**config.mk**
```make
export PLATFORM = sky130hd
export DESIGN_NAME = uart_top
export DESIGN_NICKNAME = d
export VERILOG_FILES = /design/src/source/uart_pkg.sv /design/src/source/uart_ctrl.sv /design/src/source/uart_rx.sv /design/src/source/uart_top.sv /design/src/source/uart_tx.sv /design/src/source/uart_tx_fifo.sv
export SDC_FILE = /design/constraint.sdc
export NUM_CORES = 1
export LEC_CHECK = 0
export BUFFER_PORTS_ARGS = -buffer_cell sky130_fd_sc_hd__buf_2
export CORE_MARGIN = 10
export CORE_UTILIZATION = 65
export DETAILED_ROUTE_END_ITERATION = 16
export PLACE_DENSITY = 0.88
export SLEW_MARGIN = 20
export SYNTH_ARGS = -nofsm -noshare
export SYNTH_HDL_FRONTEND = slang
export SYNTH_SLANG_ARGS = --single-unit
export TNS_END_PERCENT = 30
```
**constraint.sdc**
```tcl
create_clock -name clk_i -period 6.2 [get_ports clk_i]
set_clock_uncertainty 0.1 [all_clocks]
set_input_delay 0.62 -clock clk_i [delete_from_list [all_inputs] [get_ports clk_i]]
set_output_delay 0.62 -clock clk_i [all_outputs]
set_load 0.02 [all_outputs]
```
**src/source/uart_pkg.sv**
```systemverilog
package uart_pkg;

    // clocks per bit minus one
    localparam int bit_period_w = 24;

    localparam logic [bit_period_w-1:0] reset_bit_period = 24'd15;

    // start, data, parity and stop bits together
    localparam int frame_w = 12;

    localparam int tx_fifo_depth = 4;
    localparam int tx_fifo_ptr_w = $clog2(tx_fifo_depth);

    // receiver sample index, start bit is index zero
    localparam int rx_index_w = 4;

    typedef enum logic {
        DATA_SEVEN,
        DATA_EIGHT
    } data_bits_t;

    typedef enum logic [2:0] {
        PARITY_NONE,
        PARITY_EVEN,
        PARITY_ODD,
        PARITY_MARK,
        PARITY_SPACE
    } parity_t;

endpackage

```
**src/source/uart_ctrl.sv**
```systemverilog
`timescale 1ns/1ns

module uart_ctrl
    import uart_pkg::*;
(
    input  logic                    clk_i,
    input  logic                    reset_i,
    input  logic                    cfg_write_i,
    input  logic [bit_period_w-1:0] cfg_bit_period_i,
    input  data_bits_t              cfg_data_bits_i,
    input  parity_t                 cfg_parity_i,
    input  logic                    fifo_empty_i,
    input  logic                    tx_idle_i,
    output logic                    fifo_pop_o,
    output logic [bit_period_w-1:0] bit_period_o,
    output data_bits_t              data_bits_o,
    output parity_t                 parity_o,
    input  logic                    rx_done_i,
    input  logic [7:0]              rx_byte_i,
    input  logic                    rx_parity_err_i,
    input  logic                    rx_frame_err_i,
    input  logic                    rx_read_i,
    output logic                    rx_valid_o,
    output logic [7:0]              rx_data_o,
    output logic                    rx_parity_err_o,
    output logic                    rx_frame_err_o,
    output logic                    rx_overrun_o
);

    // pop doubles as the transmitter load strobe, idle drops the cycle after
    assign fifo_pop_o = tx_idle_i && !fifo_empty_i;

    always_ff @(posedge clk_i) begin
        if (reset_i) begin
            bit_period_o <= reset_bit_period;
            data_bits_o  <= DATA_EIGHT;
            parity_o     <= PARITY_NONE;
        end else if (cfg_write_i) begin
            bit_period_o <= cfg_bit_period_i;
            data_bits_o  <= cfg_data_bits_i;
            parity_o     <= cfg_parity_i;
        end
    end

    // receive holding register
    always_ff @(posedge clk_i) begin
        if (reset_i) begin
            rx_valid_o      <= 1'b0;
            rx_data_o       <= '0;
            rx_parity_err_o <= 1'b0;
            rx_frame_err_o  <= 1'b0;
        end else if (rx_done_i) begin
            rx_valid_o      <= 1'b1;
            rx_data_o       <= rx_byte_i;
            rx_parity_err_o <= rx_parity_err_i;
            rx_frame_err_o  <= rx_frame_err_i;
        end else if (rx_read_i) begin
            rx_valid_o <= 1'b0;
        end
    end

    // sticky until the host rewrites the configuration
    always_ff @(posedge clk_i) begin
        if (reset_i) begin
            rx_overrun_o <= 1'b0;
        end else if (cfg_write_i) begin
            rx_overrun_o <= 1'b0;
        end else if (rx_done_i && rx_valid_o && !rx_read_i) begin
            rx_overrun_o <= 1'b1;
        end
    end

endmodule

```
**src/source/uart_rx.sv**
```systemverilog
`timescale 1ns/1ns

module uart_rx
    import uart_pkg::*;
(
    input  logic                    clk_i,
    input  logic                    reset_i,
    input  logic [bit_period_w-1:0] bit_period_i,
    input  data_bits_t              data_bits_i,
    input  parity_t                 parity_i,
    input  logic                    rxd_i,
    output logic                    busy_o,
    output logic                    done_o,
    output logic [7:0]              byte_o,
    output logic                    parity_err_o,
    output logic                    frame_err_o
);

    logic                    rxd_meta_r;
    logic                    rxd_sync_r;
    logic                    rxd_prev_r;
    logic [bit_period_w-1:0] count_r;
    logic [rx_index_w-1:0]   index_r;
    logic [rx_index_w-1:0]   data_last;
    logic [rx_index_w-1:0]   stop_index;
    logic                    parity_on;
    logic [7:0]              shift_r;
    logic                    ones_odd_r;
    logic                    parity_err_next;

    always_ff @(posedge clk_i) begin
        if (reset_i) begin
            rxd_meta_r <= 1'b1;
            rxd_sync_r <= 1'b1;
            rxd_prev_r <= 1'b1;
        end else begin
            rxd_meta_r <= rxd_i;
            rxd_sync_r <= rxd_meta_r;
            rxd_prev_r <= rxd_sync_r;
        end
    end

    assign parity_on  = (parity_i != PARITY_NONE);
    assign data_last  = (data_bits_i == DATA_EIGHT) ? rx_index_w'(8) : rx_index_w'(7);
    assign stop_index = data_last + rx_index_w'(parity_on) + rx_index_w'(1);

    // sampled bit is the parity bit here
    always_comb begin
        case (parity_i)
            PARITY_EVEN:  parity_err_next = ones_odd_r ^ rxd_sync_r;
            PARITY_ODD:   parity_err_next = !(ones_odd_r ^ rxd_sync_r);
            PARITY_MARK:  parity_err_next = !rxd_sync_r;
            PARITY_SPACE: parity_err_next = rxd_sync_r;
            default:      parity_err_next = 1'b0;
        endcase
    end

    always_ff @(posedge clk_i) begin
        if (reset_i) begin
            busy_o       <= 1'b0;
            done_o       <= 1'b0;
            count_r      <= '0;
            index_r      <= '0;
            shift_r      <= '0;
            ones_odd_r   <= 1'b0;
            byte_o       <= '0;
            parity_err_o <= 1'b0;
            frame_err_o  <= 1'b0;
        end else begin
            done_o <= 1'b0;
            if (!busy_o) begin
                if (rxd_prev_r && !rxd_sync_r) begin
                    // first sample lands half a period into the start bit
                    busy_o       <= 1'b1;
                    count_r      <= bit_period_i >> 1;
                    index_r      <= '0;
                    ones_odd_r   <= 1'b0;
                    parity_err_o <= 1'b0;
                end
            end else if (count_r != '0) begin
                count_r <= count_r - 1'b1;
            end else begin
                count_r <= bit_period_i;
                index_r <= index_r + 1'b1;
                if (index_r == '0) begin
                    // start bit gone by mid-bit, treat as a glitch
                    if (rxd_sync_r) begin
                        busy_o <= 1'b0;
                    end
                end else if (index_r <= data_last) begin
                    shift_r    <= {rxd_sync_r, shift_r[7:1]};
                    ones_odd_r <= ones_odd_r ^ rxd_sync_r;
                end else if (index_r != stop_index) begin
                    parity_err_o <= parity_err_next;
                end else begin
                    busy_o      <= 1'b0;
                    done_o      <= 1'b1;
                    frame_err_o <= !rxd_sync_r;
                    // seven bits end up one place too high
                    byte_o <= (data_bits_i == DATA_EIGHT) ? shift_r : {1'b0, shift_r[7:1]};
                end
            end
        end
    end

endmodule

```
**src/source/uart_top.sv**
```systemverilog
`timescale 1ns/1ns

module uart_top
    import uart_pkg::*;
(
    input  logic                    clk_i,
    input  logic                    reset_i,
    input  logic                    cfg_write_i,
    input  logic [bit_period_w-1:0] cfg_bit_period_i,
    input  data_bits_t              cfg_data_bits_i,
    input  parity_t                 cfg_parity_i,
    input  logic                    tx_write_i,
    input  logic [7:0]              tx_data_i,
    output logic                    tx_full_o,
    output logic                    txd_o,
    input  logic                    rxd_i,
    output logic                    rx_valid_o,
    output logic [7:0]              rx_data_o,
    output logic                    rx_parity_err_o,
    output logic                    rx_frame_err_o,
    input  logic                    rx_read_i,
    output logic                    rx_overrun_o
);

    logic                    fifo_pop;
    logic [7:0]              fifo_head;
    logic                    fifo_empty;
    logic                    tx_idle;
    logic [bit_period_w-1:0] bit_period;
    data_bits_t              data_bits;
    parity_t                 parity;
    logic                    rx_done;
    logic [7:0]              rx_byte;
    logic                    rx_parity_err;
    logic                    rx_frame_err;

    uart_ctrl uart_ctrl_i (
        .clk_i           (clk_i),
        .reset_i         (reset_i),
        .cfg_write_i     (cfg_write_i),
        .cfg_bit_period_i(cfg_bit_period_i),
        .cfg_data_bits_i (cfg_data_bits_i),
        .cfg_parity_i    (cfg_parity_i),
        .fifo_empty_i    (fifo_empty),
        .tx_idle_i       (tx_idle),
        .fifo_pop_o      (fifo_pop),
        .bit_period_o    (bit_period),
        .data_bits_o     (data_bits),
        .parity_o        (parity),
        .rx_done_i       (rx_done),
        .rx_byte_i       (rx_byte),
        .rx_parity_err_i (rx_parity_err),
        .rx_frame_err_i  (rx_frame_err),
        .rx_read_i       (rx_read_i),
        .rx_valid_o      (rx_valid_o),
        .rx_data_o       (rx_data_o),
        .rx_parity_err_o (rx_parity_err_o),
        .rx_frame_err_o  (rx_frame_err_o),
        .rx_overrun_o    (rx_overrun_o)
    );

    uart_tx_fifo uart_tx_fifo_i (
        .clk_i  (clk_i),
        .reset_i(reset_i),
        .write_i(tx_write_i),
        .data_i (tx_data_i),
        .pop_i  (fifo_pop),
        .head_o (fifo_head),
        .empty_o(fifo_empty),
        .full_o (tx_full_o)
    );

    // the pop pulse is the load strobe
    uart_tx uart_tx_i (
        .clk_i       (clk_i),
        .reset_i     (reset_i),
        .bit_period_i(bit_period),
        .data_bits_i (data_bits),
        .parity_i    (parity),
        .load_i      (fifo_pop),
        .data_i      (fifo_head),
        .idle_o      (tx_idle),
        .txd_o       (txd_o)
    );

    uart_rx uart_rx_i (
        .clk_i       (clk_i),
        .reset_i     (reset_i),
        .bit_period_i(bit_period),
        .data_bits_i (data_bits),
        .parity_i    (parity),
        .rxd_i       (rxd_i),
        .busy_o      (),
        .done_o      (rx_done),
        .byte_o      (rx_byte),
        .parity_err_o(rx_parity_err),
        .frame_err_o (rx_frame_err)
    );

endmodule

```
**src/source/uart_tx.sv**
```systemverilog
`timescale 1ns/1ns

module uart_tx
    import uart_pkg::*;
(
    input  logic                    clk_i,
    input  logic                    reset_i,
    input  logic [bit_period_w-1:0] bit_period_i,
    input  data_bits_t              data_bits_i,
    input  parity_t                 parity_i,
    input  logic                    load_i,
    input  logic [7:0]              data_i,
    output logic                    idle_o,
    output logic                    txd_o
);

    logic [bit_period_w-1:0] count_r;
    logic [frame_w-1:0]      frame_r;
    logic [frame_w-1:0]      frame_next;
    logic                    ones_odd;
    logic                    parity_bit;

    // free running, every zero marks a bit boundary
    always_ff @(posedge clk_i) begin
        if (reset_i) begin
            count_r <= '0;
        end else if (count_r == '0) begin
            count_r <= bit_period_i;
        end else begin
            count_r <= count_r - 1'b1;
        end
    end

    always_ff @(posedge clk_i) begin
        if (reset_i) begin
            frame_r <= '0;
            txd_o   <= 1'b1;
        end else if (load_i) begin
            frame_r <= frame_next;
        end else if (count_r == '0) begin
            frame_r <= {1'b0, frame_r[frame_w-1:1]};
            txd_o   <= (frame_r == '0) ? 1'b1 : frame_r[0];
        end
    end

    assign idle_o = (frame_r == '0);

    always_comb begin
        ones_odd = ^data_i[6:0];
        if (data_bits_i == DATA_EIGHT) begin
            ones_odd = ones_odd ^ data_i[7];
        end
    end

    // even parity keeps the total count of ones even
    always_comb begin
        case (parity_i)
            PARITY_EVEN:  parity_bit = ones_odd;
            PARITY_ODD:   parity_bit = !ones_odd;
            PARITY_MARK:  parity_bit = 1'b1;
            PARITY_SPACE: parity_bit = 1'b0;
            default:      parity_bit = 1'b0;
        endcase
    end

    // unused top positions stay one and act as stop bits
    always_comb begin
        frame_next      = '1;
        frame_next[0]   = 1'b0;
        frame_next[7:1] = data_i[6:0];
        if (data_bits_i == DATA_EIGHT) begin
            frame_next[8] = data_i[7];
        end
        if (parity_i != PARITY_NONE) begin
            if (data_bits_i == DATA_EIGHT) begin
                frame_next[9] = parity_bit;
            end else begin
                frame_next[8] = parity_bit;
            end
        end
    end

endmodule

```
**src/source/uart_tx_fifo.sv**
```systemverilog
`timescale 1ns/1ns

module uart_tx_fifo
    import uart_pkg::*;
(
    input  logic       clk_i,
    input  logic       reset_i,
    input  logic       write_i,
    input  logic [7:0] data_i,
    input  logic       pop_i,
    output logic [7:0] head_o,
    output logic       empty_o,
    output logic       full_o
);

    logic [7:0]               mem_r [tx_fifo_depth];
    logic [tx_fifo_ptr_w-1:0] rd_ptr_r;
    logic [tx_fifo_ptr_w-1:0] wr_ptr_r;
    logic [tx_fifo_ptr_w:0]   count_r;
    logic                     push;
    logic                     pop;

    // writes into a full buffer are lost
    assign push = write_i && !full_o;
    assign pop  = pop_i && !empty_o;

    assign empty_o = (count_r == '0);
    assign full_o  = (count_r == (tx_fifo_ptr_w + 1)'(tx_fifo_depth));
    assign head_o  = mem_r[rd_ptr_r];

    always_ff @(posedge clk_i) begin
        if (push) begin
            mem_r[wr_ptr_r] <= data_i;
        end
    end

    always_ff @(posedge clk_i) begin
        if (reset_i) begin
            rd_ptr_r <= '0;
            wr_ptr_r <= '0;
            count_r  <= '0;
        end else begin
            if (push) begin
                wr_ptr_r <= wr_ptr_r + 1'b1;
            end
            if (pop) begin
                rd_ptr_r <= rd_ptr_r + 1'b1;
            end
            case ({push, pop})
                2'b10:   count_r <= count_r + 1'b1;
                2'b01:   count_r <= count_r - 1'b1;
                default: count_r <= count_r;
            endcase
        end
    end

endmodule

```
==> results of run 1 <==
-- logic make-up after synthesis --
logic type,after synthesis,share of synthesized area (%)
XOR/XNOR,46,5.24
buffers and inverters,74,3.87
multiplexers,68,9.69
adder cells (fa/ha/maj),17,2.77
AND/OR/NAND/NOR,310,19.0
flip-flops,170,46.8
AO/OA/AOI/OAI,149,12.7
-- metal layers --
layer / GRT usage (%) / vias to the layer above / share of wire (%)
met3: 5.12 / 16 / 4.3
met2: 38.3 / 145 / 53
li1: - / 3009 / -
met5: 0 / - / 0
met1: 24.4 / 2994 / 41
met4: 6.61 / 0 / 1.1
-- per-stage QoR --
step	instances	total power, mW	area, sq um	setup WS (ns)
floorplan	834	2.36	7960	3.37
global placement	986	2.51	8220	3.01
detailed placement	986	2.57	8220	2.88
CTS	1016	3.63	8810	2.81
global route	1016	3.84	8810	2.49
finish	1016	3.63	8810	2.80
-- report_power, final --
| group | internal, mW | switching, mW |
|---|---|---|
| Combinational | 0.485 | 0.646 |
| Sequential | 1.30 | 0.147 |
| Clock | 0.627 | 0.433 |
-- state kept, by name, summed over array words and instances, names as in the netlist, 2 cells and up, named ones only --
signal	cells
uart_ctrl_i.bit_period_o	24
uart_ctrl_i.rx_data_o	8
uart_tx_fifo_i.rd_ptr_r	2
uart_rx_i.shift_r	8
uart_tx_i.frame_r	12
uart_tx_fifo_i.count_r	3
uart_rx_i.count_r	24
uart_ctrl_i.parity_o	3
uart_tx_i.count_r	24
uart_rx_i.index_r	4
uart_rx_i.byte_o	8
uart_tx_fifo_i.wr_ptr_r	2
uart_tx_fifo_i.mem_r	32
-- Yosys cell counts (3+ instances only) --
master / n / share of area [%]
buf_2: 9 / 0.57
ha_1: 16 / 2.5
buf_1: 3 / 0.14
nor2_1: 116 / 5.5
mux4_2: 7 / 2.0
a311oi_1: 4 / 0.44
inv_1: 19 / 0.90
nand3b_1: 3 / 0.28
a211oi_1: 66 / 6.2
a31oi_1: 8 / 0.63
edfxtp_1: 32 / 12
dfxtp_1: 138 / 35
nand3_1: 11 / 0.69
xor2_1: 15 / 1.7
o21ai_0: 32 / 2.0
mux2i_1: 59 / 7.4
nor2b_1: 23 / 1.8
nor3_1: 28 / 1.8
a21oi_1: 18 / 1.1
o211ai_1: 4 / 0.38
nand2_1: 67 / 3.2
or4_4: 3 / 0.42
clkbuf_1: 40 / 1.9
or4_1: 3 / 0.28
and2_1: 11 / 0.87
xnor2_1: 30 / 3.3
nand2b_1: 4 / 0.31
nor4_1: 11 / 0.87
o31ai_1: 4 / 0.38
or3_1: 9 / 0.71
-- how the worst max path moves through the flow --
stage / endpoint / slack [ns] / start
after floorplan: uart_tx_fifo_i.count_r[2] / 3.37 / uart_tx_i.frame_r[4]
after global placement: uart_rx_i.frame_err_o / 3.01 / uart_rx_i.count_r[5]
after detailed placement: uart_rx_i.frame_err_o / 2.88 / uart_rx_i.count_r[5]
after CTS: uart_rx_i.byte_o[6] / 2.81 / uart_rx_i.count_r[5]
after global routing: uart_rx_i.byte_o[5] / 2.49 / uart_rx_i.count_r[5]
final: uart_rx_i.shift_r[1] / 2.80 / uart_ctrl_i.data_bits_o
-- area by class of cell --
type	count	area [sq um]	share of cell area [%]
clock inverters	9	114	1.29
clock buffers	21	472	5.36
flip-flops and latches	170	3720	42.3
repair buffers	60	315	3.58
inverters	19	71.3	0.810
multi-input cells	590	3930	44.6
well taps	147	184	2.09
==> flow_metrics.py, run 1 <==
metrics = {
    "timing": {
        "rsz0062_at_grt": "false",
        "period_needed_ns": 3.40,
        "finalSetupTns_ns": 0,
        "post-route-period-util_pct": 54.9,
        "worst_pin_slew_ns": 1.10,
        "max_freq_ghz": 0.294,
        "hold_violations": 0,
        "relSlewSlack_pct": 26.4,
        "whs_ns": 0.299,
        "setup_violations": 0,
        "slew_violations": 0,
    },
    "worst_setup_path": {
        "cpMaxStageDelayCell": "nor2b_1",
        "path_delay_family": "simple AND/OR/NAND/NOR gates",
        "crit_arrival_ns": 3.59,
        "end_kind": "register",
        "worstPathMaxFanout": 19,
        "start_kind": "register",
        "cp_slowest_stage_delay_ns": 0.89,
        "rr_worst_depth": 8,
        "r2r-start": "uart_ctrl_i.data_bits_o",
        "cp.required_ns": 6.38,
        "path_depth": 8,
        "reg2reg_slack_ns": 2.80,
        "r2r-end": "uart_rx_i.shift_r[1]",
        "critical_path.cell_chain": "ha_1 -> nor2b_1 -> o21a_1 -> o21a_1 -> o21ai_0 -> nor2b_1 -> mux2i_1 -> nor2_1",
        "worst-path-buf-inv": 0,
        "crit_type": "reg2reg",
    },
    "cells_and_area": {
        "n_fill_cell": 828,
        "area_delta_synth_final_pct": 10.7,
        "layout_commonest_cell": "dfxtp_1",
        "drive_above_1_share_pct": 13.0,
        "final_net_count": 917,
        "final_core_util_pct": 73.3,
        "layout_common_cells": "dfxtp_1, nor2_1, nand2_1",
        "diodes": 0,
    },
    "outcome": {
        "status": "complete, no violations",
    },
    "global_route": {
        "gr-total-overflow": 0,
        "track_usage_pct": 21.3,
        "grt_start_max_net_pins": 79,
        "antenna_found_initial": 0,
        "grt_pass1_vias": 6063,
        "grt_pass1_wl_mm": 29.2,
    },
    "floorplanning": {
        "io-pin-count": 56,
        "dieArea_sq_mm": 0.0171,
        "start_util_pct": 66.2,
        "core_sq_mm": 0.0120,
        "die-height_um": 131,
        "rows": 40,
        "die_w_um": 131,
    },
    "cts": {
        "post-cts-setup-buffers": 0,
        "ctsHtreeMaxLevel": 4,
        "cts_sinks": 170,
        "cts_tree": "done",
        "clockBufferDepth": 2,
        "cts-resized-gates": 0,
        "path_clk_slew_ns": 0.06,
        "root_buffer": "clkbuf_16",
        "cts_hold_buffers": 0,
        "insertion_delay_ns": 0.43,
        "cts_made_buffers": 17,
    },
    "placed_design": {
        "portBuffers": 55,
        "gp_congestion": 0.858,
        "dp_hpwl_mm": 11.9,
    },
    "synthesis": {
        "ys_types": 62,
        "yosys_register_bits": 170,
        "ys.warnings.count": 0,
        "ys_async_sr_fraction_pct": 0,
        "syn_area_sq_mm": 0.00796,
        "ys.flop_type": "dfxtp_1",
        "synth-seq-area-share_pct": 46.8,
        "postSynthCellCount": 834,
        "synth_fp_nets": 893,
        "syn_area_per_cell_sq_um": 9.54,
        "synth_edf_count": 32,
    },
    "detailed_routing": {
        "vias_per_cell": 6.07,
        "first_iter_violations": 480,
        "routed_wl_mm": 17.6,
        "drc_errors": 0,
        "final_antenna_net_count": 0,
        "vias": 6164,
        "drt-wirelength-per-cell_um": 17.3,
        "firstDrtPassIters": 6,
    },
    "hold_path": {
        "hold_path.class": "in2reg",
        "hold_end": "uart_rx_i.rxd_meta_r",
        "hold_depth": 2,
        "hp-start": "rxd_i",
    },
    "job": {
        "maxCapViolCount": 0,
    },
    "power_and_ir_drop": {
        "peakVddDrop_uv": 362,
        "p_leak_nw": 3.45,
        "p_per_area_mw_per_mm2": 413,
    },
}
Power figures use the tool's default switching activity.
==> run 2: changes to the inputs <==
CORE_UTILIZATION = 55   (was 65)
PLACE_DENSITY = 0.8   (was 0.88)
clock period = 3.1 ns   (was 6.2 ns; I/O delays follow)
==> run 2 against run 1 <==
Net effect:
- routed wire length about the same
- register-to-register slack lost 2.4 ns
- non-clock buffer count is 32 higher
- combinational power grew 110%
- highest routed layer unchanged
==> flow_metrics.py, run 2 (synthesis gave the netlist of run 1 again) <==
metrics = {
    "outcome": {
        "status": "complete, no violations",
    },
    "global_route": {
        "grt_pass1_vias": 6005,
        "grt_start_max_net_pins": 60,
        "gr-total-overflow": 0,
        "track_usage_pct": 17.9,
        "antenna_found_initial": 0,
        "grt_pass1_wl_mm": 29.4,
    },
    "floorplanning": {
        "io-pin-count": 56,
        "rows": 43,
        "die-height_um": 140,
        "core_sq_mm": 0.0140,
        "start_util_pct": 56.7,
        "die_w_um": 140,
        "dieArea_sq_mm": 0.0197,
    },
    "cts": {
        "cts_sinks": 170,
        "clockBufferDepth": 2,
        "path_clk_slew_ns": 0.07,
        "cts-resized-gates": 0,
        "cts_made_buffers": 17,
        "cts_tree": "done",
        "root_buffer": "clkbuf_16",
        "insertion_delay_ns": 0.44,
        "ctsHtreeMaxLevel": 4,
    },
    "worst_setup_path": {
        "start_kind": "register",
        "cp.required_ns": 3.35,
        "crit_type": "reg2reg",
        "crit_arrival_ns": 3.00,
        "critical_path.cell_chain": "or3_1 -> inv_1 -> ha_1 -> nor4bb_1 -> a21oi_1 -> nor3_1 -> o211ai_1 -> nor3_4 -> buf_4 -> nor2_1 -> a211oi_1",
        "worstPathMaxFanout": 17,
        "cpMaxStageDelayCell": "or3_1",
        "end_kind": "register",
        "cp_slowest_stage_delay_ns": 0.41,
    },
    "cells_and_area": {
        "layout_commonest_cell": "dfxtp_1",
        "diodes": 0,
        "area_delta_synth_final_pct": 14.9,
        "largest-register": "uart_tx_fifo_i.mem_r",
        "largest_reg_flops": 32,
        "drive_above_1_share_pct": 14.6,
        "n_fill_cell": 1115,
        "final_net_count": 949,
        "layout_common_cells": "dfxtp_1, nor2_1, nand2_1",
    },
    "timing": {
        "finalSetupTns_ns": 0,
        "hold_violations": 0,
        "rsz0062_at_grt": "false",
        "period_needed_ns": 2.75,
        "slew_violations": 0,
        "post-route-period-util_pct": 88.8,
        "worst_pin_slew_ns": 0.911,
        "fin_ws_ns": 0.347,
        "setup_violations": 0,
        "max_freq_ghz": 0.363,
        "relSlewSlack_pct": 39.3,
    },
    "hold_path": {
        "hold_path.class": "in2reg",
    },
    "job": {
        "maxCapViolCount": 0,
    },
    "placed_design": {
        "post-place-ws_ns": 0.398,
        "portBuffers": 55,
        "dp_hpwl_mm": 11.9,
        "gp_congestion": 0.839,
    },
    "power_and_ir_drop": {
        "p_per_area_mw_per_mm2": 800,
        "p_leak_nw": 3.59,
        "peakVddDrop_uv": 562,
    },
    "detailed_routing": {
        "vias_per_cell": 5.71,
        "drc_errors": 0,
        "final_antenna_net_count": 0,
        "firstDrtPassIters": 5,
        "routed_wl_mm": 17.6,
        "first_iter_violations": 350,
        "drt-wirelength-per-cell_um": 16.2,
        "vias": 6189,
    },
}
## run 2: power by group
part,switching [mW],internal (mW),leakage (nW)
logic,1.29,1.04,1.88
clock network,0.994,1.12,0.285
registers,0.281,2.59,1.42
## run 2: final timing paths
kind	start	endpoint	slack [ns]	depth (start not counted)
min reg2reg	uart_rx_i.rxd_meta_r	uart_rx_i.rxd_sync_r	0.32	1
max	uart_ctrl_i.parity_o[0]	uart_rx_i.byte_o[0]	0.35	11
max reg2reg	uart_ctrl_i.parity_o[0]	uart_rx_i.byte_o[0]	0.35	11
min	cfg_bit_period_i[18]	uart_ctrl_i.bit_period_o[18]	0.002	3
## run 2: what timing repair did
action	4_1_cts	5_1_grt
setup buffers	0	0
hold buffers	18	0
endpoints found under the hold margin	42	0
## run 2: critical path: cells and delay by family (launching register included)
kind / cells / cell delay [ns]
and+or+nand+nor: 5 / 1.20
DFF: 1 / 0.36
buffers and inverters: 2 / 0.30
AOI/OAI and AO/OA: 3 / 0.55
adders and majority gates: 1 / 0.15
## run 2: routing by layer
metal | routed length [um] | global-route usage [%]
met2 | 8660 | 29.6
met4 | 333 | 7.45
met5 | 0 | 0
met3 | 806 | 4.80
met1 | 7750 | 21.4
## run 2: stage by stage
| stage | power [mW] | cells | hold slack (ns) | instance area (sq um) | utilization [%] |
|---|---|---|---|---|---|
| after global routing | 7.73 | 1083 | 0.0112 | 9140 | 65.1 |
| after global placement | 5.12 | 1033 | 0.294 | 8370 | 59.6 |
| after CTS | 7.34 | 1083 | 0.000723 | 9140 | 65.1 |
| after floorplan | 4.72 | 834 | 0.289 | 7960 | - |
| after detailed placement | 5.20 | 1033 | 0.297 | 8370 | 59.6 |
| final | 7.31 | 1083 | 0.00214 | 9140 | 65.1 |
## run 2: layout make-up
cell class                 count  area, sq um  share of cell area (%)
multi-input combinational    590         3930                    43.0
sequential                   170         3720                    40.7
timing repair buffer          92          601                    6.57
clock buffer                  18          450                    4.93
tap                          180          225                    2.46
clock inverter                14          143                    1.56
inverter                      19         71.3                   0.780
